**config.mk**
```make
export PLATFORM = sky130hd
export DESIGN_NAME = axi_burst_ctrl
export DESIGN_NICKNAME = d
export VERILOG_FILES = /design/src/axi_pkg.sv /design/src/axi_burst_ctrl.sv
export SDC_FILE = /design/constraint.sdc
export NUM_CORES = 1
export LEC_CHECK = 0
export BUFFER_PORTS_ARGS = -buffer_cell sky130_fd_sc_hd__buf_2
export CELL_PAD_IN_SITES_DETAIL_PLACEMENT = 0
export CELL_PAD_IN_SITES_GLOBAL_PLACEMENT = 1
export CORE_AREA = 8 8 75 143
export DETAILED_ROUTE_END_ITERATION = 7
export DIE_AREA = 0 0 83 151
export PLACE_DENSITY_LB_ADDON = 0.3
export SETUP_SLACK_MARGIN = 0.3
export SLEW_MARGIN = 20
export SYNTH_ARGS = -nofsm -noshare
export SYNTH_HDL_FRONTEND = slang
export SYNTH_SLANG_ARGS = --single-unit
```
**constraint.sdc**
```tcl
create_clock -name clk_i -period 3.9 [get_ports clk_i]
set_clock_uncertainty 0.2 [all_clocks]
set_input_delay 0.78 -clock clk_i [delete_from_list [all_inputs] [get_ports clk_i]]
set_output_delay 0.78 -clock clk_i [all_outputs]
set_load 0.02 [all_outputs]
```
**src/axi_pkg.sv**
```systemverilog
// AXI memory subsystem shared definitions
// Channel widths, channel payload structs, the request and response
// bundles, response codes and the slave controller states
`default_nettype none

package axi_pkg;

  // Channel field widths
  localparam int unsigned addr_width = 16;
  localparam int unsigned data_width = 32;
  localparam int unsigned id_width   = 4;

  // Only OKAY and SLVERR are ever returned
  typedef enum logic [1:0] {
    resp_okay   = 2'b00,
    resp_slverr = 2'b10
  } axi_resp_e;

  // Write address, INCR only
  typedef struct packed {
    logic [id_width-1:0]   id;
    logic [addr_width-1:0] addr;
    logic [3:0]            len;
  } axi_aw_t;

  // Read address, same layout as AW
  typedef struct packed {
    logic [id_width-1:0]   id;
    logic [addr_width-1:0] addr;
    logic [3:0]            len;
  } axi_ar_t;

  // Write data beat
  typedef struct packed {
    logic [data_width-1:0]   data;
    logic [data_width/8-1:0] strb;
    logic                    last;
  } axi_w_t;

  // Write response
  typedef struct packed {
    logic [id_width-1:0] id;
    axi_resp_e           resp;
  } axi_b_t;

  // Read data beat
  typedef struct packed {
    logic [id_width-1:0]   id;
    logic [data_width-1:0] data;
    axi_resp_e             resp;
    logic                  last;
  } axi_r_t;

  // Everything the manager drives
  typedef struct packed {
    axi_aw_t aw;
    logic    aw_valid;
    axi_w_t  w;
    logic    w_valid;
    logic    b_ready;
    axi_ar_t ar;
    logic    ar_valid;
    logic    r_ready;
  } axi_req_t;

  // Everything the target drives
  typedef struct packed {
    logic   aw_ready;
    logic   w_ready;
    axi_b_t b;
    logic   b_valid;
    logic   ar_ready;
    axi_r_t r;
    logic   r_valid;
  } axi_resp_t;

  // Memory slave controller
  typedef enum logic [2:0] {
    st_idle,
    st_write,
    st_resp,
    st_read,
    st_rlast_wait
  } slave_state_e;

endpackage

`default_nettype wire

```
**src/axi_burst_ctrl.sv**
```systemverilog
// Memory slave controller
// Accepts one AW or AR at a time, steers W and R beats through the
// beat counter and SRAM, and returns B once the write burst is done
`default_nettype none

module axi_burst_ctrl
  import axi_pkg::*;
(
  input  logic                    clk_i,
  input  logic                    rst_n,
  input  axi_req_t                req,
  output axi_resp_t               resp,
  output logic                    cnt_start,
  output logic [addr_width-1:0]   cnt_addr,
  output logic [3:0]              cnt_len,
  output logic                    cnt_step,
  input  logic [addr_width-3:0]   cnt_word,
  input  logic                    cnt_final,
  input  logic                    cnt_range_err,
  output logic                    mem_we,
  output logic [data_width/8-1:0] mem_wstrb,
  output logic [data_width-1:0]   mem_wdata,
  output logic                    mem_re,
  input  logic [data_width-1:0]   mem_rdata
);

  slave_state_e        state_q, state_d;
  logic [id_width-1:0] id_q;
  logic                wr_err_q, wrap_q;
  logic                beat_last_q, beat_err_q;
  logic                aw_hs, w_hs, b_hs, ar_hs, r_hs;
  logic                beat_bad, beat_issue;

  // Channel outputs straight from state and beat flags
  always_comb begin
    resp          = '0;
    // AW wins, AR only when no write is waiting
    resp.aw_ready = (state_q == st_idle);
    resp.ar_ready = (state_q == st_idle) && !req.aw_valid;
    resp.w_ready  = (state_q == st_write);
    resp.b_valid  = (state_q == st_resp);
    resp.b.id     = id_q;
    resp.b.resp   = wr_err_q ? resp_slverr : resp_okay;
    // SRAM output register holds the beat while R is stalled
    resp.r_valid  = (state_q == st_rlast_wait);
    resp.r.id     = id_q;
    resp.r.data   = beat_err_q ? '0 : mem_rdata;
    resp.r.resp   = beat_err_q ? resp_slverr : resp_okay;
    resp.r.last   = beat_last_q;
  end

  assign aw_hs = req.aw_valid && resp.aw_ready;
  assign ar_hs = req.ar_valid && resp.ar_ready;
  assign w_hs  = req.w_valid && resp.w_ready;
  assign b_hs  = req.b_ready && resp.b_valid;
  assign r_hs  = req.r_ready && resp.r_valid;

  // Out of memory, or burst ran past the top of the address space
  assign beat_bad = cnt_range_err || wrap_q;

  // First read from st_read, later ones only once the previous beat left
  assign beat_issue = (state_q == st_read) || (r_hs && !beat_last_q);

  // Counter control
  assign cnt_start = aw_hs || ar_hs;
  assign cnt_addr  = aw_hs ? req.aw.addr : req.ar.addr;
  assign cnt_len   = aw_hs ? req.aw.len : req.ar.len;
  assign cnt_step  = w_hs || beat_issue;

  // Memory port, bad beats never touch the array
  assign mem_we    = w_hs && !beat_bad;
  assign mem_wstrb = req.w.strb;
  assign mem_wdata = req.w.data;
  assign mem_re    = beat_issue && !beat_bad;

  always_comb begin
    state_d = state_q;
    case (state_q)
      st_idle: begin
        if (aw_hs) begin
          state_d = st_write;
        end else if (ar_hs) begin
          state_d = st_read;
        end
      end
      // Manager's last ends the burst, even when early
      st_write:      if (w_hs && req.w.last) state_d = st_resp;
      st_resp:       if (b_hs) state_d = st_idle;
      st_read:       state_d = st_rlast_wait;
      st_rlast_wait: if (r_hs && beat_last_q) state_d = st_idle;
      default:       state_d = st_idle;
    endcase
  end

  always_ff @(posedge clk_i) begin
    if (!rst_n) begin
      state_q     <= st_idle;
      wr_err_q    <= 1'b0;
      wrap_q      <= 1'b0;
      beat_last_q <= 1'b0;
      beat_err_q  <= 1'b0;
    end else begin
      state_q <= state_d;
      // Sticky write error, cleared per burst
      if (aw_hs) begin
        wr_err_q <= 1'b0;
      end else if (w_hs && (beat_bad || (req.w.last != cnt_final))) begin
        wr_err_q <= 1'b1;
      end
      // Stepping off the last word wraps the counter to zero
      if (cnt_start) begin
        wrap_q <= 1'b0;
      end else if (cnt_step && (&cnt_word)) begin
        wrap_q <= 1'b1;
      end
      // Flags line up with SRAM data one cycle later
      if (beat_issue) begin
        beat_last_q <= cnt_final;
        beat_err_q  <= beat_bad;
      end
    end
  end

  // Transaction id
  always_ff @(posedge clk_i) begin
    if (cnt_start) begin
      id_q <= aw_hs ? req.aw.id : req.ar.id;
    end
  end

endmodule

`default_nettype wire

```
* After elaboration in Yosys (flattened, before gate mapping)
Cells that the tools add are included.
** Cells by class
- Equality and inequality tests :: 9
- Mux-type cells :: 12
- Bitwise operators :: 1
- Reductions and logical operators :: 26
** Operator list (count)
- 32-bit 2-to-1 mux :: 1
- 16-bit 2-to-1 mux :: 1
- 3-bit 2-to-1 mux :: 5
- 3-bit case mux with 5 select lines :: 1
- 14-bit AND reduction :: 1
- 1-bit logical AND :: 13
- 4-bit 2-to-1 mux :: 2
- 3-bit by 2-bit equality test with 1-bit output, second input constant :: 2
- 2-bit by 1-bit != test with 1-bit output, second input constant :: 3
- 1-bit logical OR :: 5
- 2-bit 2-to-1 mux :: 2
- 4-bit AND reduction :: 1
- 2-bit OR reduction :: 2
- 3-bit by 1-bit equality test with 1-bit output, second input constant :: 1
- 3-bit equality test, second input constant :: 1
- 1-bit logical NOT :: 3
- 3-bit logical NOT :: 1
- 3-bit by 1-bit != test with 1-bit output, second input constant :: 1
- 1-bit != test :: 1
- 1-bit NOT :: 1
** Word-level totals
- Flip-flop bits (word level) :: 11
- Output and inout bits :: 110
- Logic and storage cells :: 54

* Logic depth before layout (Yosys ltp)
- Depth after elaboration :: 6
- Depth in mapped cells :: 8
- Gate-level depth less buffers :: 5

* Worst setup path before layout
OpenSTA, ideal clock, no wires.
- Path type :: register to output
- From :: reg state_q[1]
- To :: out mem_we
- Data arrival time :: 1.741 ns
- Required time :: 2.920 ns
- Path slack :: 1.179 ns
- Cell stages (with the launch flop) :: 5
- Buffers on the path :: 1
- Cell sequence :: dfxtp_1 clkbuf_1 nor3b_1 nand2_1 nor3_1
** RTL lines
- from (decl) :: line axi_burst_ctrl.sv:27 : slave_state_e state_q, state_d;
- from (signal assigned) :: line axi_burst_ctrl.sv:97 : state_q <= st_idle;
- from (signal assigned) :: line axi_burst_ctrl.sv:103 : state_q <= state_d;
- to (decl) :: line axi_burst_ctrl.sv:20 : output logic mem_we,

* Worst setup path in the final report
- From :: reg state_q[2]
- To :: out cnt_addr[0]
** Between the ends
- Cells in the longest elaborated chain, start to end :: 3
** Ends and longest elaborated chain
- 3-bit logical NOT :: line axi_burst_ctrl.sv:38 : resp.aw_ready = (state_q == st_idle);
- 1-bit logical AND :: line axi_burst_ctrl.sv:52 : assign aw_hs = req.aw_valid && resp.aw_ready;
- 16-bit 2-to-1 mux :: line axi_burst_ctrl.sv:66 : assign cnt_addr = aw_hs ? req.aw.addr : req.ar.addr;
- to (decl) :: line axi_burst_ctrl.sv:14 : output logic [addr_width-1:0] cnt_addr,
No other way between the ends.

==> summary.txt <==
status: complete, no violations
Critical Path Start Type: flip-flop
Mapped Area: 1550 sq um
Slew Limit Fails: 0
Fin. Hold Viols: 0
worst IR drop on VDD: 452 uV
Hold Slack: 0.307 ns
Final Cell Area: 2220 sq um
synth-to-layout area growth: 42.7%
first-pass GRT wire length: 10.3 mm
Starting Density: 0.175
Synth cell types: 36
I/O pin count: 250
drt wl/cell: 17.5 um
max incr delay on CP: 0.41 ns
gr usage total: 0.103
DRT antenna net count: 0
routed vias/inst: 4.00
CTS Buffer Depth: 2
GRT overflow: 0
Async S/R FF share, synth: 0
die height: 151 um
core area: 8890 sq um
Hold Startpoint: wr_err_q
vias: 1621
Top FF cell, synth: dfxtp_1
Skew-Pair Late Insertion Delay: 0.24 ns
PortBufs: 175
CTS resizes: 0
min Tclk post-route: 3.12 ns
hold depth: 1
worst rel slew slack: 0.621
Slowest cell on crit path: or3_4
P_leak: 0.00121 uW
maxcap violations: 0
die footprint: 12500 sq um
P per Cell Area: 576 nW/um^2
Final TNS setup: 0 ns
unrepaired setup endpoints after global routing: false
Util after Layout: 0.249
initial antenna violation count: 0
Reg clk slew, reported paths: 0.05 ns
number of setup buffers added after CTS: 0
register area share after synthesis: 0.168
pin count of the biggest net entering global routing: 35
fillers: 1004
routed wire length: 7.10 mm
Final Net Count: 444
vias in the first global route: 1781
Mean Syn Cell Area: 8.82 sq um
Max Freq: 321 MHz
r2r endpoint: id_q[3]
final setup fails: 0
CP endpoint kind: output pin
top-count cell post-synth: buf_4
fin worst setup slack: 0.783 ns
flop and latch count out of synthesis: 11
Num CTS Buffers: 3
DRT Pass-1 Iters: 3
worst-path maximum fanout: 25
measured slew at the worst slew-check pin: 0.568 ns
Num Clock Sinks: 11
Die Span X: 83 um
r2r setup slk: 1.72 ns
Final GP Congestion: 0.727
Root Driver: clkbuf_16
# DRC: 0
Hold EP: wr_err_q
Post-synth top cells: 46 x buf_4, 32 x nor2b_1, 19 x mux2_4
CP Class: reg2out
Critical R2R Launch: state_q[2]
required time of the worst setup path: 2.92 ns
dpl ws: 1.02 ns
post-DP HPWL: 6.38 mm
DP Area: 2140 sq um
post-route clock period utilization: 0.799
synth top area cells: buf_4 22%, mux2_4 18%, nor2b_1 13%
top-area cell type share of the netlist area: 0.222
Post-synth EDFFs: 4
layout cells sized above 1: 0.686
Antenna Diode Count: 0
H-Tree Depth: 1
Post-Synthesis Cells: 176
Worst Path Arrival: 2.14 ns
area leader, netlist: buf_4
DR iter-0 viols: 31
worst path cell trace: buf_4 -> or3_4 -> inv_2 -> and2_4 -> mux2_2 -> buf_2
Ys Warns: 0
FF-to-FF path depth: 5
CTS tree: built
min-delay worst type: reg2reg
site row count: 49
hold_buf cts: 0
-- where the power goes --
group	switching (uW)	internal [uW]
clock network	53.6	138
registers	64.3	165
logic	500	356
-- registers in the layout, indices dropped and copies added, names as in the netlist --
| signal | flops |
|---|---|
| wrap_q | 1 |
| beat_last_q | 1 |
| state_q | 3 |
| wr_err_q | 1 |
| id_q | 4 |
| beat_err_q | 1 |
-- per-stage QoR --
stage	cells	power, uW
2_1_floorplan	177	951
5_1_grt	405	1360
3_5_place_dp	401	1100
3_3_place_gp	401	1110
6_report	405	1280
4_1_cts	405	1300
-- routing by layer --
metal  share of wire  track usage
met3           0.073       0.0248
met2            0.59        0.210
met4           0.061       0.0743
met5               0            0
met1            0.27       0.0788
-- cell families (layout without fill, tap and decap cells) --
kind of cell,after synthesis,count (layout),share of synthesized area
and+or+nand+nor,64,64,0.242
buffers and inverters,59,185,0.290
muxes,25,25,0.226
AOI/OAI and AO/OA,15,15,0.0661
DFF,11,11,0.168
other,1,2,0.00242
xor gates and xnor gates,1,1,0.00564
-- layout by cell type, fill, tap and decap left out, types with 4 or more instances in the layout --
master	Yosys	layout
mux2_2	5	5
buf_2	0	175
nand2_1	6	6
dfxtp_1	7	6
nor3_1	6	6
a21oi_1	6	6
inv_1	4	4
edfxtp_1	4	4
nor2_1	6	6
mux2_4	19	19
nor2b_1	32	32
-- worst max path at each step --
stage	startpoint	end	slack (ns)	depth (start not counted)
floorplan	state_q[1]	mem_we	1.18	4
global placement	state_q[2]	cnt_addr[0]	1.04	6
detailed placement	state_q[2]	cnt_addr[0]	1.02	6
CTS	state_q[2]	cnt_addr[0]	0.76	6
global route	state_q[2]	cnt_len[3]	0.68	6
finish	state_q[2]	cnt_addr[0]	0.78	6
-- final cells by class --
| type | instances | area [sq um] | share of cell area |
|---|---|---|---|
| repair buffers | 176 | 883 | 0.399 |
| multi-input cells | 107 | 846 | 0.382 |
| flip-flops and latches | 11 | 262 | 0.118 |
| inverters | 5 | 18.8 | 0.00847 |
| well taps | 102 | 128 | 0.0576 |
| clock buffers | 4 | 78.8 | 0.0356 |
-- worst max-delay path: cells and delay by family (launching register included) --
kind | cells | cell delay (ns)
and+or+nand+nor | 2 | 0.82
buffers and inverters | 3 | 0.39
muxes | 1 | 0.39
DFF | 1 | 0.29
Power figures use the tool's default switching activity.
