**config.mk**
```make
export PLATFORM = sky130hd
export DESIGN_NAME = axi_cut
export DESIGN_NICKNAME = d
export VERILOG_FILES = /design/src/axi_pkg.sv /design/src/axi_cut.sv /design/src/axi_spill_reg.sv
export SDC_FILE = /design/constraint.sdc
export NUM_CORES = 1
export LEC_CHECK = 0
export ABC_AREA = 1
export BUFFER_PORTS_ARGS = -buffer_cell sky130_fd_sc_hd__clkbuf_2
export CORE_ASPECT_RATIO = 0.8
export CORE_MARGIN = 3
export CORE_UTILIZATION = 38
export CTS_BUF_LIST = sky130_fd_sc_hd__clkbuf_8 sky130_fd_sc_hd__clkbuf_16
export DETAILED_ROUTE_END_ITERATION = 10
export GPL_TIMING_DRIVEN = 0
export SYNTH_ARGS = -nofsm -noshare
export SYNTH_HDL_FRONTEND = slang
export SYNTH_SLANG_ARGS = --single-unit
```
**constraint.sdc**
```tcl
create_clock -name clk_i -period 9.2 [get_ports clk_i]
set_input_delay 0.92 -clock clk_i [delete_from_list [all_inputs] [get_ports clk_i]]
set_output_delay 0.92 -clock clk_i [all_outputs]
set_load 0.02 [all_outputs]
```
**src/axi_pkg.sv**
```systemverilog
// AXI memory subsystem shared definitions
// Channel widths, channel payload structs, the request and response
// bundles, response codes and the slave controller states
`default_nettype none

package axi_pkg;

  // Channel field widths
  localparam int unsigned addr_width = 16;
  localparam int unsigned data_width = 32;
  localparam int unsigned id_width   = 4;

  // Only OKAY and SLVERR are ever returned
  typedef enum logic [1:0] {
    resp_okay   = 2'b00,
    resp_slverr = 2'b10
  } axi_resp_e;

  // Write address, INCR only
  typedef struct packed {
    logic [id_width-1:0]   id;
    logic [addr_width-1:0] addr;
    logic [3:0]            len;
  } axi_aw_t;

  // Read address, same layout as AW
  typedef struct packed {
    logic [id_width-1:0]   id;
    logic [addr_width-1:0] addr;
    logic [3:0]            len;
  } axi_ar_t;

  // Write data beat
  typedef struct packed {
    logic [data_width-1:0]   data;
    logic [data_width/8-1:0] strb;
    logic                    last;
  } axi_w_t;

  // Write response
  typedef struct packed {
    logic [id_width-1:0] id;
    axi_resp_e           resp;
  } axi_b_t;

  // Read data beat
  typedef struct packed {
    logic [id_width-1:0]   id;
    logic [data_width-1:0] data;
    axi_resp_e             resp;
    logic                  last;
  } axi_r_t;

  // Everything the manager drives
  typedef struct packed {
    axi_aw_t aw;
    logic    aw_valid;
    axi_w_t  w;
    logic    w_valid;
    logic    b_ready;
    axi_ar_t ar;
    logic    ar_valid;
    logic    r_ready;
  } axi_req_t;

  // Everything the target drives
  typedef struct packed {
    logic   aw_ready;
    logic   w_ready;
    axi_b_t b;
    logic   b_valid;
    logic   ar_ready;
    axi_r_t r;
    logic   r_valid;
  } axi_resp_t;

  // Memory slave controller
  typedef enum logic [2:0] {
    st_idle,
    st_write,
    st_resp,
    st_read,
    st_rlast_wait
  } slave_state_e;

endpackage

`default_nettype wire

```
**src/axi_cut.sv**
```systemverilog
// AXI register cut
// One spill register per channel, so no combinational path crosses it
`default_nettype none

module axi_cut
  import axi_pkg::*;
(
  input  logic      clk_i,
  input  logic      rst_n,
  input  axi_req_t  slv_req,
  output axi_resp_t slv_resp,
  output axi_req_t  mst_req,
  input  axi_resp_t mst_resp
);

  // Write address, manager to target
  axi_spill_reg #(.payload_t(axi_aw_t)) i_aw_spill (
    .clk_i     (clk_i),
    .rst_n     (rst_n),
    .in_valid  (slv_req.aw_valid),
    .in_ready  (slv_resp.aw_ready),
    .in_data   (slv_req.aw),
    .out_valid (mst_req.aw_valid),
    .out_ready (mst_resp.aw_ready),
    .out_data  (mst_req.aw)
  );

  // Write data, manager to target
  axi_spill_reg #(.payload_t(axi_w_t)) i_w_spill (
    .clk_i     (clk_i),
    .rst_n     (rst_n),
    .in_valid  (slv_req.w_valid),
    .in_ready  (slv_resp.w_ready),
    .in_data   (slv_req.w),
    .out_valid (mst_req.w_valid),
    .out_ready (mst_resp.w_ready),
    .out_data  (mst_req.w)
  );

  // Write response runs back toward the manager
  axi_spill_reg #(.payload_t(axi_b_t)) i_b_spill (
    .clk_i     (clk_i),
    .rst_n     (rst_n),
    .in_valid  (mst_resp.b_valid),
    .in_ready  (mst_req.b_ready),
    .in_data   (mst_resp.b),
    .out_valid (slv_resp.b_valid),
    .out_ready (slv_req.b_ready),
    .out_data  (slv_resp.b)
  );

  // Read address, manager to target
  axi_spill_reg #(.payload_t(axi_ar_t)) i_ar_spill (
    .clk_i     (clk_i),
    .rst_n     (rst_n),
    .in_valid  (slv_req.ar_valid),
    .in_ready  (slv_resp.ar_ready),
    .in_data   (slv_req.ar),
    .out_valid (mst_req.ar_valid),
    .out_ready (mst_resp.ar_ready),
    .out_data  (mst_req.ar)
  );

  // Read data, target back to manager
  axi_spill_reg #(.payload_t(axi_r_t)) i_r_spill (
    .clk_i     (clk_i),
    .rst_n     (rst_n),
    .in_valid  (mst_resp.r_valid),
    .in_ready  (mst_req.r_ready),
    .in_data   (mst_resp.r),
    .out_valid (slv_resp.r_valid),
    .out_ready (slv_req.r_ready),
    .out_data  (slv_resp.r)
  );

endmodule

`default_nettype wire

```
**src/axi_spill_reg.sv**
```systemverilog
// Two-entry valid/ready register slice for a single channel
// Registers the forward path and decouples ready through a spill slot
`default_nettype none

module axi_spill_reg #(
  parameter type payload_t = logic
) (
  input  logic     clk_i,
  input  logic     rst_n,
  input  logic     in_valid,
  output logic     in_ready,
  input  payload_t in_data,
  output logic     out_valid,
  input  logic     out_ready,
  output payload_t out_data
);

  payload_t main_q, spill_q;
  logic     main_full_q, spill_full_q;
  logic     in_hs, main_drain;
  logic     main_from_in, main_from_spill, spill_load;

  // Ready depends only on our own fill state
  assign in_ready   = !spill_full_q;
  assign in_hs      = in_valid && in_ready;
  assign main_drain = main_full_q && out_ready;

  // Main slot refills from spill first, keeping beat order
  assign main_from_spill = spill_full_q && main_drain;
  assign main_from_in    = in_hs && (!main_full_q || main_drain);
  // Stalled output, park the new beat
  assign spill_load      = in_hs && main_full_q && !main_drain;

  always_ff @(posedge clk_i) begin
    if (!rst_n) begin
      main_full_q  <= 1'b0;
      spill_full_q <= 1'b0;
    end else begin
      if (main_from_spill) begin
        spill_full_q <= 1'b0;
      end else if (spill_load) begin
        spill_full_q <= 1'b1;
      end
      // Main stays full on any refill, empties on a bare drain
      if (main_from_in || main_from_spill) begin
        main_full_q <= 1'b1;
      end else if (main_drain) begin
        main_full_q <= 1'b0;
      end
    end
  end

  // Payload slots
  always_ff @(posedge clk_i) begin
    if (main_from_spill) begin
      main_q <= spill_q;
    end else if (main_from_in) begin
      main_q <= in_data;
    end
    if (spill_load) begin
      spill_q <= in_data;
    end
  end

  assign out_valid = main_full_q;
  assign out_data  = main_q;

endmodule

`default_nettype wire

```
==> Word-level counts from Yosys, hierarchy flattened <==
Index checks and enable logic that the tools add are counted.
{ "totals": {"ff_bits": 270, "input_bits": 142, "output_inout_bits": 140, "wordCells": 131} }
{ "op_classes": {"muxes": 20, "n_bitwise": 1, "n_reduce_logical": 70} }
{ "ops": {"columns": ["operator", "n"], "rows": [
  ["24-bit two-way mux", 4],
  ["39-bit two-way mux", 2],
  ["37-bit two-way mux", 2],
  ["1-bit logical AND", 30],
  ["2-bit nonzero test", 10],
  ["1-bit zero test", 15],
  ["6-bit two-way mux", 2],
  ["1-bit logical OR", 10],
  ["1-bit two-way mux", 10],
  ["2-bit OR reduction", 5],
  ["1-bit inverter", 1]
]} }

==> Logic depth before layout (Yosys ltp) <==
{ "logic_depth": {"word_depth": 5, "depth_mapped": 5, "depth_no_buf": 5} }

==> Hierarchy <==
From an unflattened synthesis, not the netlist that was laid out.
{ "unflattened": {"hier_cells": 772, "hier_area_um2": 10661.5} }
{ "modules_own_cells": {"columns": ["module", "instances", "cells_per_inst", "area_per_inst_um2", "seq_area_each_um2"], "rows": [
  ["axi_spill_reg (i_ar_spill ...)", 2, 144, 2009.4, 1481.4],
  ["axi_spill_reg (i_r_spill)", 1, 222, 3188.1, 2382.3],
  ["axi_spill_reg (i_w_spill)", 1, 212, 2864.0, 2262.2],
  ["axi_spill_reg (i_b_spill)", 1, 50, 590.6, 400.4]
]} }

==> Worst setup path before layout <==
OpenSTA, ideal clock, no wires.
{ "synth_path": {"path_type": "in2reg", "from": "input port mst_resp[0] in the netlist's numbering", "to": "register i_r_spill.main_q (netlist bit i_r_spill.out_data[0]) (enable)", "setup_time_ns": 0.489, "arrival_time_ns": 3.760, "t_required_ns": 8.711, "path_slack_ns": 4.950, "path_stages": 2, "path_buffers": 0, "path_cell_list": "nand2_1 -> o21ai_0"} }
{ "synth_via": {"elab_chain_len": 3} }
{ "synth_lines": {"columns": ["element", "line", "text"], "rows": [
  ["start, declared", "axi_cut.sv:13", "input axi_resp_t mst_resp"],
  ["1-bit logical AND", "axi_spill_reg.sv:25", "assign in_hs = in_valid && in_ready;"],
  ["1-bit logical AND", "axi_spill_reg.sv:30", "assign main_from_in = in_hs && (!main_full_q || main_drain);"],
  ["2-bit nonzero test (no line)", null, null],
  ["end signal, assigned", "axi_spill_reg.sv:56", "main_q <= spill_q;"],
  ["end signal, assigned", "axi_spill_reg.sv:58", "main_q <= in_data;"],
  ["end, declared", "axi_spill_reg.sv:18", "payload_t main_q, spill_q;"]
]} }
Every way passes these cells.
A chain may end at the register's enable or synchronous reset.

==> Worst setup path after layout <==
{ "layout_path": {"from": "register i_r_spill.spill_full_q", "to": "output port mst_req[0] in the netlist's numbering"} }
{ "layout_via": {"elab_chain_len": 1} }
{ "layout_lines": {"columns": ["element", "line", "text"], "rows": [
  ["start, declared", "axi_spill_reg.sv:19", "logic main_full_q, spill_full_q;"],
  ["start signal, assigned", "axi_spill_reg.sv:37", "spill_full_q <= 1'b0;"],
  ["start signal, assigned", "axi_spill_reg.sv:40", "spill_full_q <= 1'b0;"],
  ["start signal, assigned", "axi_spill_reg.sv:42", "spill_full_q <= 1'b1;"],
  ["1-bit zero test", "axi_spill_reg.sv:24", "assign in_ready = !spill_full_q;"],
  ["end, declared", "axi_cut.sv:12", "output axi_req_t mst_req,"]
]} }
Every way passes these cells.

==> results by group <==
Layout
  • Post-layout util: 0.497
  • N_diodes: 0
  • Final Instance Area: 13200 sq um
  • Fin nets: 1239
  • Area growth from synthesis to layout: 27.6%
  • Layout cells sized above 1: 0.339

Global route
  • First-pass GRT wire length: 35300 microns
  • All-layer global routing usage: 0.152
  • Total gr overflow: 0
  • Initial antenna violation count: 3
  • Pin count of the biggest net entering global routing: 40
  • Vias in the first global route: 6452

Synth
  • Async SR Flop Fraction: 0
  • Unique masters post-synth: 17
  • Mean Syn Cell Area: around 13 sq um
  • Ranking of synthesized cells by area: edfxtp_1, inv_1, nand2_1
  • Post-synth top area cell: edfxtp_1
  • Top cell type's share of synthesized area: 0.755
  • Primary FF master, synth: edfxtp_1
  • FF+latch count, synth: 270
  • Mapped Cells: 783
  • Synth cell count leaders: edfxtp_1, inv_1, nand2_1
  • Number of synthesis warnings: 0
  • Syn_nets: 925
  • Synth Cell Area: 10300 sq um
  • Post-synth EDFFs: 260
  • Sequential share of the synthesized area: 0.774
  • Most frequent cell after synthesis: edfxtp_1

Floorplan
  • Io pins: 282
  • Core Area: between 20000 and 30000 sq um
  • Die width: ~190 microns
  • Initial Util: 0.390
  • Die span in y: between 150 and 200 microns
  • Num rows: 53
  • Die area: about 29000 sq um

STA
  • Hold slack: 0.531 ns
  • Final Hold Viols: 0
  • Worst Clk Skew: 0.0121 ns
  • Tcrit/Tclk final: 0.240
  • Setup TNS Final: 0 ns
  • Slew @ Worst Pin: 0.974 ns
  • Count of final setup violators: 0
  • RSZ-0062 raised after global routing: no
  • Slew HR: 0.350
  • Final worst path period need: ~2.2 ns
  • Slew Limit Fails: 0
  • Peak Freq: 453 MHz

Critical path
  • Crit end category: primary output
  • Crit path largest cell delay: 0.39 ns
  • Critical path, cell by cell: inv_1 -> buf_4 -> clkbuf_2
  • Critical Path Slowest Stage Cell: dfxtp_1
  • Kind of cell adding the most delay to the critical path: flip-flops
  • Worst EP required: about 8.3 ns
  • CP arrival: 1.29 ns
  • CP Buf/Inv Count: 3
  • Crit path kind: register to primary output
  • CP Launch Type: register
  • CP Max Fanout: 3

Clocking
  • Clock latency on the worst-skew pair: roughly 0.53 ns
  • Setup bufs post-CTS: 0
  • CTS max path bufs: 3
  • CTS Sinks: 270
  • Clk slew on worst S/H paths: 0.06 ns
  • CTS resizes: 0
  • CTS Hold Buffers Added: 0
  • Num CTS Buffers: 28
  • CTS tree: done
  • H-tree lvl count: 1
  • Root Buffer: clkbuf_16

Hold path
  • Worst min path class: register to register

Routing
  • Antenna Violating Nets Remaining: 0
  • Vias/cell: 4.43
  • Drt pass-1 iters: 4
  • Via count: 6537
  • Total Routed Length: between 20000 and 25000 microns
  • Drt initial violations: approximately 290
  • DR WL/cell: between 15 and 20 microns
  • DR DRC count: 0

Place
  • Post-DP HPWL: ~17000 microns
  • Gp weighted congestion: between 0.7 and 0.8
  • DP Area: 12300 sq um
  • I/O Buffers: 280

Pwr
  • Psw: roughly 610 uW
  • Clock power share: 0.393
  • Max IR drop VDD: about 0.14 mV
  • Internal power: 2120 uW
  • Leak Pwr: ~0.0060 uW
  • Seq pwr share: 0.525
  • Comb power frac: 0.082
  • Pwr per Cell Area: approximately 210 nW/um^2
  • Net Sw Frac: 0.224

Flow run
  • Max_cap viols: 0

Run status
  • Status: finished, final reports clean
-- layer usage --
metal | share of wire | track usage | vias up
met3 | 0.087 | 0.0508 | 45
met1 | 0.43 | 0.202 | 3015
met4 | 0.028 | 0.0419 | 6
li1 | - | - | 3252
met5 | 0.0015 | 0 | -
met2 | 0.46 | 0.242 | 219
-- metrics by stage --
| step | worst slack, ns | std cells | total power (uW) |
|---|---|---|---|
| 2_1_floorplan | 4.95 | 783 | 1580 |
| 3_3_place_gp | 3.41 | 1420 | 1680 |
| 3_5_place_dp | 6.75 | 1424 | 1690 |
| 4_1_cts | 6.96 | 1475 | 2770 |
| 5_1_grt | 6.90 | 1475 | 2850 |
| 6_report | 6.99 | 1475 | 2740 |
-- state kept, by name, summed over array words and instances, names as in the netlist, 6 cells and up --
name,count
i_r_spill.spill_q,39
i_aw_spill.out_data,24
i_ar_spill.spill_q,24
i_b_spill.out_data,6
i_aw_spill.spill_q,24
i_b_spill.spill_q,6
i_w_spill.out_data,37
i_r_spill.out_data,39
i_w_spill.spill_q,37
i_ar_spill.out_data,24
-- area by class of cell --
cell class                      count  area [sq um]
Buffer                             38           288
Timing Repair Buffer              284          1490
Clock inverter                     18           101
Sequential cell                   270          8010
Clock buffer                       33           781
Fill cell                        2418         13300
Tap cell                          357           447
Inverter                          160           601
Multi-Input combinational cell    315          1470
-- placed cells by master (no fill, tap or decap) --
cell type,instances
nor2_1,10
clkinv_1,4
o21ai_2,13
buf_16,2
inv_2,2
clkbuf_8,4
o21ai_1,77
nand3_2,4
bufinv_16,1
nand2_1,155
nand3_4,1
nand3_1,5
dfxtp_1,10
buf_8,1
buf_12,1
clkbuf_2,282
buf_2,12
buf_6,12
clkinv_2,2
buf_4,10
clkbuf_16,29
a21oi_1,5
inv_6,1
inv_1,168
edfxtp_1,260
clkbuf_1,2
o21ai_4,2
o21ai_0,43
-- cells by family (layout without fill, tap and decap cells) --
kind of cell,count (synthesis),count (layout),synth area share
flip-flops,270,270,0.774
buffers and inverters,198,533,0.0859
AO/OA/AOI/OAI,140,140,0.0718
AND/OR/NAND/NOR,175,175,0.0679
-- final timing paths --
kind                            cells past startpoint  slack (ns)                    start                       to
worst min register to register                      2        0.53  i_ar_spill.spill_full_q  i_ar_spill.spill_full_q
worst max register to register                      4        7.35      i_r_spill.out_valid    i_r_spill.spill_q[10]
worst min-delay path                                2        0.53  i_ar_spill.spill_full_q  i_ar_spill.spill_full_q
worst max-delay path                                3        6.99   i_r_spill.spill_full_q               mst_req[0]
-- worst reg2reg max path: cells and delay by family (launching register included) --
kind	cells	cell delay, ns
AND/OR/NAND/NOR	2	0.33
buffers and inverters	2	0.69
flip-flops	1	0.43
-- power groups by stage --
stage / Combinational, uW / Sequential (uW) / Clock [uW]
finish: 226 / 1440 / 1070
global route: 249 / 1440 / 1160
CTS: 230 / 1440 / 1110
detailed placement: 230 / 1460 / 0
global placement: 216 / 1470 / 0
floorplan: 66.0 / 1520 / 0
(Power assumes the default switching activity.)
