$ cat src/axi_pkg.sv
// AXI memory subsystem shared definitions
// Channel widths, channel payload structs, the request and response
// bundles, response codes and the slave controller states
`default_nettype none

package axi_pkg;

  // Channel field widths
  localparam int unsigned addr_width = 16;
  localparam int unsigned data_width = 32;
  localparam int unsigned id_width   = 4;

  // Only OKAY and SLVERR are ever returned
  typedef enum logic [1:0] {
    resp_okay   = 2'b00,
    resp_slverr = 2'b10
  } axi_resp_e;

  // Write address, INCR only
  typedef struct packed {
    logic [id_width-1:0]   id;
    logic [addr_width-1:0] addr;
    logic [3:0]            len;
  } axi_aw_t;

  // Read address, same layout as AW
  typedef struct packed {
    logic [id_width-1:0]   id;
    logic [addr_width-1:0] addr;
    logic [3:0]            len;
  } axi_ar_t;

  // Write data beat
  typedef struct packed {
    logic [data_width-1:0]   data;
    logic [data_width/8-1:0] strb;
    logic                    last;
  } axi_w_t;

  // Write response
  typedef struct packed {
    logic [id_width-1:0] id;
    axi_resp_e           resp;
  } axi_b_t;

  // Read data beat
  typedef struct packed {
    logic [id_width-1:0]   id;
    logic [data_width-1:0] data;
    axi_resp_e             resp;
    logic                  last;
  } axi_r_t;

  // Everything the manager drives
  typedef struct packed {
    axi_aw_t aw;
    logic    aw_valid;
    axi_w_t  w;
    logic    w_valid;
    logic    b_ready;
    axi_ar_t ar;
    logic    ar_valid;
    logic    r_ready;
  } axi_req_t;

  // Everything the target drives
  typedef struct packed {
    logic   aw_ready;
    logic   w_ready;
    axi_b_t b;
    logic   b_valid;
    logic   ar_ready;
    axi_r_t r;
    logic   r_valid;
  } axi_resp_t;

  // Memory slave controller
  typedef enum logic [2:0] {
    st_idle,
    st_write,
    st_resp,
    st_read,
    st_rlast_wait
  } slave_state_e;

endpackage

`default_nettype wire

$ cat src/axi_beat_counter.sv
// Burst beat counter
// Tracks the word address and the beats left, flags the last beat
// and any word beyond the memory
`default_nettype none

module axi_beat_counter
  import axi_pkg::*;
#(
  parameter int unsigned mem_words = 256
) (
  input  logic                  clk_i,
  input  logic                  rst_n,
  input  logic                  start,
  input  logic [addr_width-1:0] addr,
  input  logic [3:0]            len,
  input  logic                  step,
  output logic [addr_width-3:0] word,
  output logic                  final_beat,
  output logic                  range_err
);

  logic [addr_width-3:0] word_q;
  logic [3:0]            remain_q;

  always_ff @(posedge clk_i) begin
    if (!rst_n) begin
      word_q   <= '0;
      remain_q <= '0;
    end else if (start) begin
      // Byte address down to a word index
      word_q   <= addr[addr_width-1:2];
      remain_q <= len;
    end else if (step) begin
      // INCR only
      word_q   <= word_q + 1'b1;
      remain_q <= remain_q - 1'b1;
    end
  end

  assign word       = word_q;
  assign final_beat = (remain_q == '0);
  assign range_err  = (word_q >= mem_words);

endmodule

`default_nettype wire

$ cat config.mk
export PLATFORM = sky130hd
export DESIGN_NAME = axi_beat_counter
export DESIGN_NICKNAME = d
export VERILOG_FILES = /design/src/axi_pkg.sv /design/src/axi_beat_counter.sv
export SDC_FILE = /design/constraint.sdc
export NUM_CORES = 1
export LEC_CHECK = 0
export BUFFER_PORTS_ARGS = -buffer_cell sky130_fd_sc_hd__buf_2
export CORE_UTILIZATION = 25
export DETAILED_ROUTE_END_ITERATION = 8
export PLACE_DENSITY_LB_ADDON = 0.2
export RECOVER_POWER = 50
export SYNTH_ARGS = -nofsm -noshare
export SYNTH_HDL_FRONTEND = slang
export SYNTH_SLANG_ARGS = --single-unit
$ cat constraint.sdc
create_clock -name clk_i -period 1.45 [get_ports clk_i]
set_input_delay 0.145 -clock clk_i [delete_from_list [all_inputs] [get_ports clk_i]]
set_output_delay 0.145 -clock clk_i [all_outputs]
set_load 0.01 [all_outputs]
After elaboration in Yosys (flattened, before gate mapping) --
Index checks and enable logic that the tools add are counted.
Cells by class: mux-type cells 4, add/subtract/negate cells 2, $lt $le $gt $ge 1, reduce and logical (&&, ||, !) cells 2
Operators with widths (count):
- 14-bit 2-to-1 mux | 2
- 14-bit by 1-bit adder with 14-bit output (second input constant) | 1
- 14-bit by 9-bit greater-or-equal comparator with 1-bit output (second input constant) | 1
- 4-bit 2-to-1 mux | 2
- 4-bit logical NOT | 1
- 4-bit by 1-bit subtractor with 4-bit output (second input constant) | 1
- 2-bit nonzero test | 1
Storage, ports and cells: bits of input ports 24, bits in registers 18

Logic depth before layout (Yosys ltp) --
Gate-level depths: netlist (run 1).
word-level depth 3, gate-level depth with buffers 5, mapped depth without buffers 5

Worst setup path before layout (run 1) --
Ideal clock, no wire load.
path kind reg-to-reg, start register word_q[0] (netlist: word[0]), end register word_q[12] (netlist: word[12]), cell stages (with the launch flop) 5, data arrival time 1.505 ns, buffers on the path 0, slack -0.171 ns, period minus slack after synthesis 1.621 ns, data required time 1.335 ns, cell sequence dfxtp_1 ha_1 nand4_4 or4_1 and3_1
Between the ends: longest elaborated chain between the ends 3
RTL lines:
- from (decl) | RTL line axi_beat_counter.sv:22 | logic [addr_width-3:0] word_q;
- from (signal assigned) | RTL line axi_beat_counter.sv:31 | word_q <= addr[addr_width-1:2];
- from (signal assigned) | RTL line axi_beat_counter.sv:35 | word_q <= word_q + 1'b1;
- 14-bit by 1-bit adder with 14-bit output | RTL line axi_beat_counter.sv:35
- 14-bit 2-to-1 mux | RTL line axi_beat_counter.sv:33 | end else if (step) begin
- 14-bit 2-to-1 mux | RTL line axi_beat_counter.sv:29 | end else if (start) begin
No other way between the ends. The select of a mux whose other input is x is not followed. A chain may end at the register's enable or synchronous reset.

Final worst setup path (run 1) --
start register word_q[7] (netlist: word[7]), end register word_q[12] (netlist: word[12])
The elaborated chain is that of the path after synthesis.

==> run metrics, run 1 <==
result of the run=finished, final reports clean; Routed Antenna Nets=0; Starting Density=0.263; remaining design rule violation count=0; Reg2Reg Launch Point=word[7]; footprint of the multi-input gates=about 670 µm²; number of register bits inferred by synthesis=18; Final nets=between 200 and 250; post-route clock skew=about 0.0014 ns; aggregate global routing overflow=0; first-pass GRT wire length=4630 µm; clk_lat worst skew=approximately 0.25 ns; flip-flop and latch area=about 370 µm²; share of the clock period used by the worst path=0.964; clock slew seen by the registers of the worst setup and hold paths=0.07 ns; Clock Tree Root=sky130_fd_sc_hd__clkbuf_8; worst-margin pin slew=between 0.3 and 0.4 ns; CP startpoint=word[7]; Top Family by Delay on Critical Path=simple AND/OR/NAND/NOR gates; total power of the final layout=between 1000 and 1500 µW; Worst setup SP type=flip-flop; crit path max fanout=6; antenna diode count=0; total cell area at the placement stage=between 0.001 and 0.0015 mm²; Synthesis Warnings=0; routed via count divided by cell count=between 4 and 5; total via count in the routed design=1,115; CTS Buf Count=3; half-perimeter wire length after placement=2230 µm; count of pins on the block boundary=40; endpoint class of the critical path=flip-flop; DP Worst Slack=0.0403 ns; maximum single-stage delay on the critical path=between 0.5 and 0.6 ns; Area growth, synth to finish=41.9%; number of H-tree levels=1; number of iterations in the first detailed-routing pass=4; CP max-delay cell=sky130_fd_sc_hd__or4_1; max-slew violations=0; detailed-route wire length per cell=12.9 µm; headroom to the max-slew limit=0.748; die area=between 0.004 and 0.005 mm²; Cell Rows=23; Port Buf Inserts=37; die boundary width=slightly below 70 µm; number of buffers and inverters on the critical path=0; global placement routability congestion=roughly 0.73; count of maximum capacitance violations=0; required time at the endpoint of the critical path=about 1.6 ns; setup violation total in the final timing report=0; initial DRC count=61; hold path startpoint=len[0]; net count of the mapped netlist=150; number of global-route vias before repair=~1,000; smallest setup slack after layout=0.0522 ns; Num Clock Sinks=18; combined global-route utilization of all metal layers=0.138; maximum vdd ir drop=326 µV; setup repair after global routing missed its margin=true; die outline height=about 67 µm; Post-Synthesis Cells=~120; final wirelength=roughly 2900 µm; P_leak=between 0.0006 and 0.0007 µW; cell area power density=843 mW/mm²; TritonCTS clock tree=built; average footprint of a synthesized cell=slightly below 9 µm²; post-route design area=roughly 0.0015 mm²; leading cell type in the layout, fill and taps excluded=sky130_fd_sc_hd__buf_2; count of filler cells inserted in the layout=roughly 430; antenna violations before repair=0; number of distinct standard cells referenced by the synthesized netlist=40; portion of the post-synthesis area used by sequential elements=0.338; ordered list of cells on the worst path=nand4_1 -> or4_1 -> and3_1; minimum clock period=approximately 1.4 ns; Hold Violations, Final=0; CTS Buffer Depth=2; largest net degree at the start of global routing=13; area of the core=just over 0.004 mm²; Peak Freq=715 MHz; final worst hold slack=0.127 ns; fraction of the core area covered by cells at the end of the flow=0.373; worst hold path class=in -> reg; arrival time at the worst endpoint=between 1.5 and 2 ns; CP Class=reg -> reg; synthesized area=around 0.0011 mm²; most used cells in the layout excluding fill and tap cells=sky130_fd_sc_hd__buf_2 (36), sky130_fd_sc_hd__dfxtp_1 (16), sky130_fd_sc_hd__buf_4 (15); fraction of final layout cells sized beyond drive strength 1=0.362
-- state kept, by name, indices dropped and copies added, names as in the netlist --
register and flops:
remain_q 4, word 14
-- cell usage after synthesis --
cell / instances / share of area
sky130_fd_sc_hd__dfxtp_1: 18 / 0.34
sky130_fd_sc_hd__o21ai_0: 8 / 0.038
sky130_fd_sc_hd__nand2b_1: 7 / 0.041
sky130_fd_sc_hd__nor2_1: 7 / 0.025
sky130_fd_sc_hd__inv_1: 6 / 0.021
sky130_fd_sc_hd__nand2_1: 6 / 0.021
sky130_fd_sc_hd__xor2_1: 5 / 0.041
sky130_fd_sc_hd__nand3_1: 4 / 0.019
sky130_fd_sc_hd__nor4_1: 4 / 0.023
sky130_fd_sc_hd__o311a_1: 4 / 0.038
sky130_fd_sc_hd__a21oi_1: 3 / 0.014
sky130_fd_sc_hd__a31oi_1: 3 / 0.018
sky130_fd_sc_hd__ha_1: 3 / 0.035
sky130_fd_sc_hd__mux2i_1: 3 / 0.028
sky130_fd_sc_hd__nand4_1: 3 / 0.018
sky130_fd_sc_hd__nor3_1: 3 / 0.014
sky130_fd_sc_hd__o211a_1: 3 / 0.028
sky130_fd_sc_hd__or4_1: 3 / 0.021
sky130_fd_sc_hd__a2111oi_0: 2 / 0.016
sky130_fd_sc_hd__buf_2: 2 / 0.0094
sky130_fd_sc_hd__clkbuf_1: 2 / 0.0070
sky130_fd_sc_hd__nor2b_1: 2 / 0.012
sky130_fd_sc_hd__o21a_1: 2 / 0.014
sky130_fd_sc_hd__o31a_1: 2 / 0.016
sky130_fd_sc_hd__o31ai_1: 2 / 0.014
sky130_fd_sc_hd__xnor2_1: 2 / 0.016
sky130_fd_sc_hd__a211o_1: 1 / 0.0082
sky130_fd_sc_hd__a211oi_1: 1 / 0.0070
sky130_fd_sc_hd__and3_1: 1 / 0.0059
sky130_fd_sc_hd__and3b_1: 1 / 0.0082
sky130_fd_sc_hd__buf_1: 1 / 0.0035
sky130_fd_sc_hd__clkinv_1: 1 / 0.0035
sky130_fd_sc_hd__mux2_2: 1 / 0.011
sky130_fd_sc_hd__nand3b_1: 1 / 0.0070
sky130_fd_sc_hd__nand4_2: 1 / 0.012
sky130_fd_sc_hd__nand4_4: 1 / 0.020
sky130_fd_sc_hd__nand4b_1: 1 / 0.0082
sky130_fd_sc_hd__nor3b_1: 1 / 0.0070
sky130_fd_sc_hd__nor4b_1: 1 / 0.0082
sky130_fd_sc_hd__or3_1: 1 / 0.0059
-- worst reg2reg max path, stage by stage, from the launching register on --
cell and delay [ns]:
sky130_fd_sc_hd__dfxtp_1 0.35, sky130_fd_sc_hd__nand4_1 0.26, sky130_fd_sc_hd__or4_1 0.53, sky130_fd_sc_hd__and3_1 0.15
-- final timing paths --
path | end | slack (ns) | cells past startpoint
min | remain_q[0] | 0.13 | 3
max | word[12] | 0.05 | 3
max reg2reg | word[12] | 0.05 | 3
min reg2reg | word[6] | 0.57 | 2
-- layer usage --
layer,global-route usage,vias up,wire length [µm]
li1,-,568,-
met1,0.176,518,1360
met2,0.225,25,1390
met3,0.0220,4,122
met4,0.0638,0,47
met5,0,-,0
-- metrics by stage --
stage | instances | TNS, ns
after floorplan | 123 | 0
after global placement | 221 | 0
after detailed placement | 221 | 0
after CTS | 225 | 0
after global routing | 227 | -0.0400
final | 227 | 0
-- power breakdown --
group          switching [µW]  internal [µW]
Combinational             140            153
Clock                     174            241
Sequential               38.3            531
-- area by class of cell --
type	instances	share of cell area
flip-flops and latches	18	0.243
clock buffers	4	0.0364
multi-input cells	93	0.444
repair buffers	55	0.218
inverters	7	0.0174
well taps	50	0.0413
-- timing repair --
item                                    CTS  global route
hold buffers                              0             0
gates resized for setup                   0             3
setup buffers                             0             2
endpoints found under the setup margin    0             5
-- cell families after synthesis --
family,share of synthesized area
muxes,0.0387
AOI/OAI and AO/OA,0.211
DFF,0.338
and+or+nand+nor,0.276
xor gates and xnor gates,0.0574
buffers and inverters,0.0445
adders and majority gates,0.0352
Note: power is estimated with default switching activity, not from simulation.
==> inputs of run 2 (changes only) <==
Settings changed: PLACE_DENSITY from default to 0.58, PLACE_DENSITY_LB_ADDON 0.2 to default.
==> run metrics, run 2 (synthesis results as in run 1) <==
Worst setup SP type=flip-flop; Largest register FFs=14 (unchanged); half-perimeter wire length after placement=2100 µm (-5.7%); Area growth, synth to finish=38.6%; Peak Freq=728 MHz (+1.8%); die area=0.00453 mm² (unchanged); CP Class=reg -> reg; required time at the endpoint of the critical path=1.60 ns (about the same); antenna diode count=0 (unchanged); Starting Density=0.263 (unchanged); CP startpoint=word[2]; headroom to the max-slew limit=0.723 (-0.0250); total power of the final layout=1210 µW (-4.9%); Routed Antenna Nets=0 (unchanged); Reg2Reg Launch Point=word[2]; Clock Tree Root=sky130_fd_sc_hd__clkbuf_8; total via count in the routed design=1,090 (-2.2%); result of the run=finished, final reports clean; Cell Rows=23 (unchanged); combined global-route utilization of all metal layers=0.128 (-0.00995); aggregate global routing overflow=0 (unchanged); Port Buf Inserts=37 (unchanged); worst-margin pin slew=0.405 ns (+0.0322 ns); number of global-route vias before repair=985 (-2.2%); post-route clock skew=0.00320 ns (+0.00183 ns); clock slew seen by the registers of the worst setup and hold paths=0.07 ns (about the same); die boundary width=67.3 µm (unchanged); initial DRC count=40 (-34%); count of maximum capacitance violations=0 (unchanged); worst hold path class=in -> reg; cell area power density=821 mW/mm² (-2.6%); fraction of final layout cells sized beyond drive strength 1=0.322 (-0.0395); total negative slack for setup checks=0 ns (unchanged); detailed-route wire length per cell=12.0 µm (-6.7%); CTS Buffer Depth=2 (unchanged); setup violation total in the final timing report=0 (unchanged); first-pass GRT wire length=4370 µm (-5.5%); endpoint class of the critical path=flip-flop; hold path startpoint=addr[2]; die outline height=67.3 µm (unchanged); routed via count divided by cell count=4.80 (-2.2%); Final nets=205 (unchanged); area of the core=0.00406 mm² (unchanged); arrival time at the worst endpoint=1.52 ns (-0.03 ns); Num Clock Sinks=18 (unchanged); fraction of the core area covered by cells at the end of the flow=0.364 (-0.00863); global placement routability congestion=0.682 (-6.8%); crit path max fanout=4 (-2); antenna violations before repair=0 (unchanged); number of H-tree levels=1 (unchanged); leading cell type in the layout, fill and taps excluded=sky130_fd_sc_hd__buf_2; CTS Buf Count=3 (unchanged); minimum clock period=1.37 ns (-0.0250 ns); most used cells in the layout excluding fill and tap cells=sky130_fd_sc_hd__buf_2 (33), sky130_fd_sc_hd__dfxtp_1 (15), sky130_fd_sc_hd__buf_4 (12); setup repair after global routing missed its margin=false; max-slew violations=0 (unchanged); number of hold-repair buffers added at the cts stage=0 (unchanged); post-route design area=0.00148 mm² (-2.3%); Hold Violations, Final=0 (unchanged); TritonCTS clock tree=built; maximum vdd ir drop=292 µV (-10%); final wirelength=2730 µm (-6.7%); total cell area at the placement stage=0.00144 mm² (+0.52%); remaining design rule violation count=0 (unchanged); count of filler cells inserted in the layout=420 (-1.4%); clk_lat worst skew=0.25 ns (about the same); share of the clock period used by the worst path=0.947 (-0.0173); largest net degree at the start of global routing=19 (+6); number of iterations in the first detailed-routing pass=7 (+3); P_leak=0.000646 µW (-6.6%); count of pins on the block boundary=40 (unchanged)
run 2: area by class of cell:
cell class | count | area, µm² | share of cell area
multi-input combinational | 93 | 683 | 0.462
sequential | 18 | 369 | 0.250
timing repair buffer | 55 | 293 | 0.198
tap | 50 | 62.6 | 0.0423
clock buffer | 4 | 45.0 | 0.0305
inverter | 7 | 26.3 | 0.0178
run 2: timing repair:
item	CTS	global route
endpoints found under the hold margin	0	0
setup buffers	0	1
setup endpoints to repair	0	5
gates resized for setup	0	3
run 2: power by group:
part / switching [µW] / internal [µW] / leakage (µW) / total, µW
clock: 176 / 195 / 0.0000228 / 371
sequential: 38.9 / 531 / 0.000151 / 570
combinational: 137 / 136 / 0.000472 / 273
run 2: path summary, 6_finish.rpt:
check | endpoint | cells after the start | slack, ns
hold / removal | word[0] | 3 | 0.13
setup / recovery | word[5] | 4 | 0.08
setup reg to reg | word[5] | 4 | 0.08
hold reg to reg | word[6] | 2 | 0.53
run 2: metrics by stage:
| step | instances | hold WS, ns | worst slack (ns) |
|---|---|---|---|
| global placement | 222 | 0.383 | 0.0400 |
| floorplan | 123 | 0.283 | 0.00802 |
| finish | 227 | 0.125 | 0.0772 |
| detailed placement | 222 | 0.388 | 0.0422 |
| global route | 227 | 0.154 | 0.0107 |
| CTS | 226 | 0.122 | 0.0231 |
run 2: critical path: stages, from the launching register on:
cell                       delay, ns
sky130_fd_sc_hd__dfxtp_1        0.41
sky130_fd_sc_hd__clkbuf_1       0.23
sky130_fd_sc_hd__nand3_1        0.13
sky130_fd_sc_hd__o21a_1         0.19
sky130_fd_sc_hd__o311a_1        0.31
run 2: metal layers:
metal	share of wire	global-route usage	up-vias
met2	0.45	0.213	31
li1	-	-	569
met1	0.48	0.158	486
met4	0.011	0.0479	0
met3	0.058	0.0304	4
met5	0	0	-
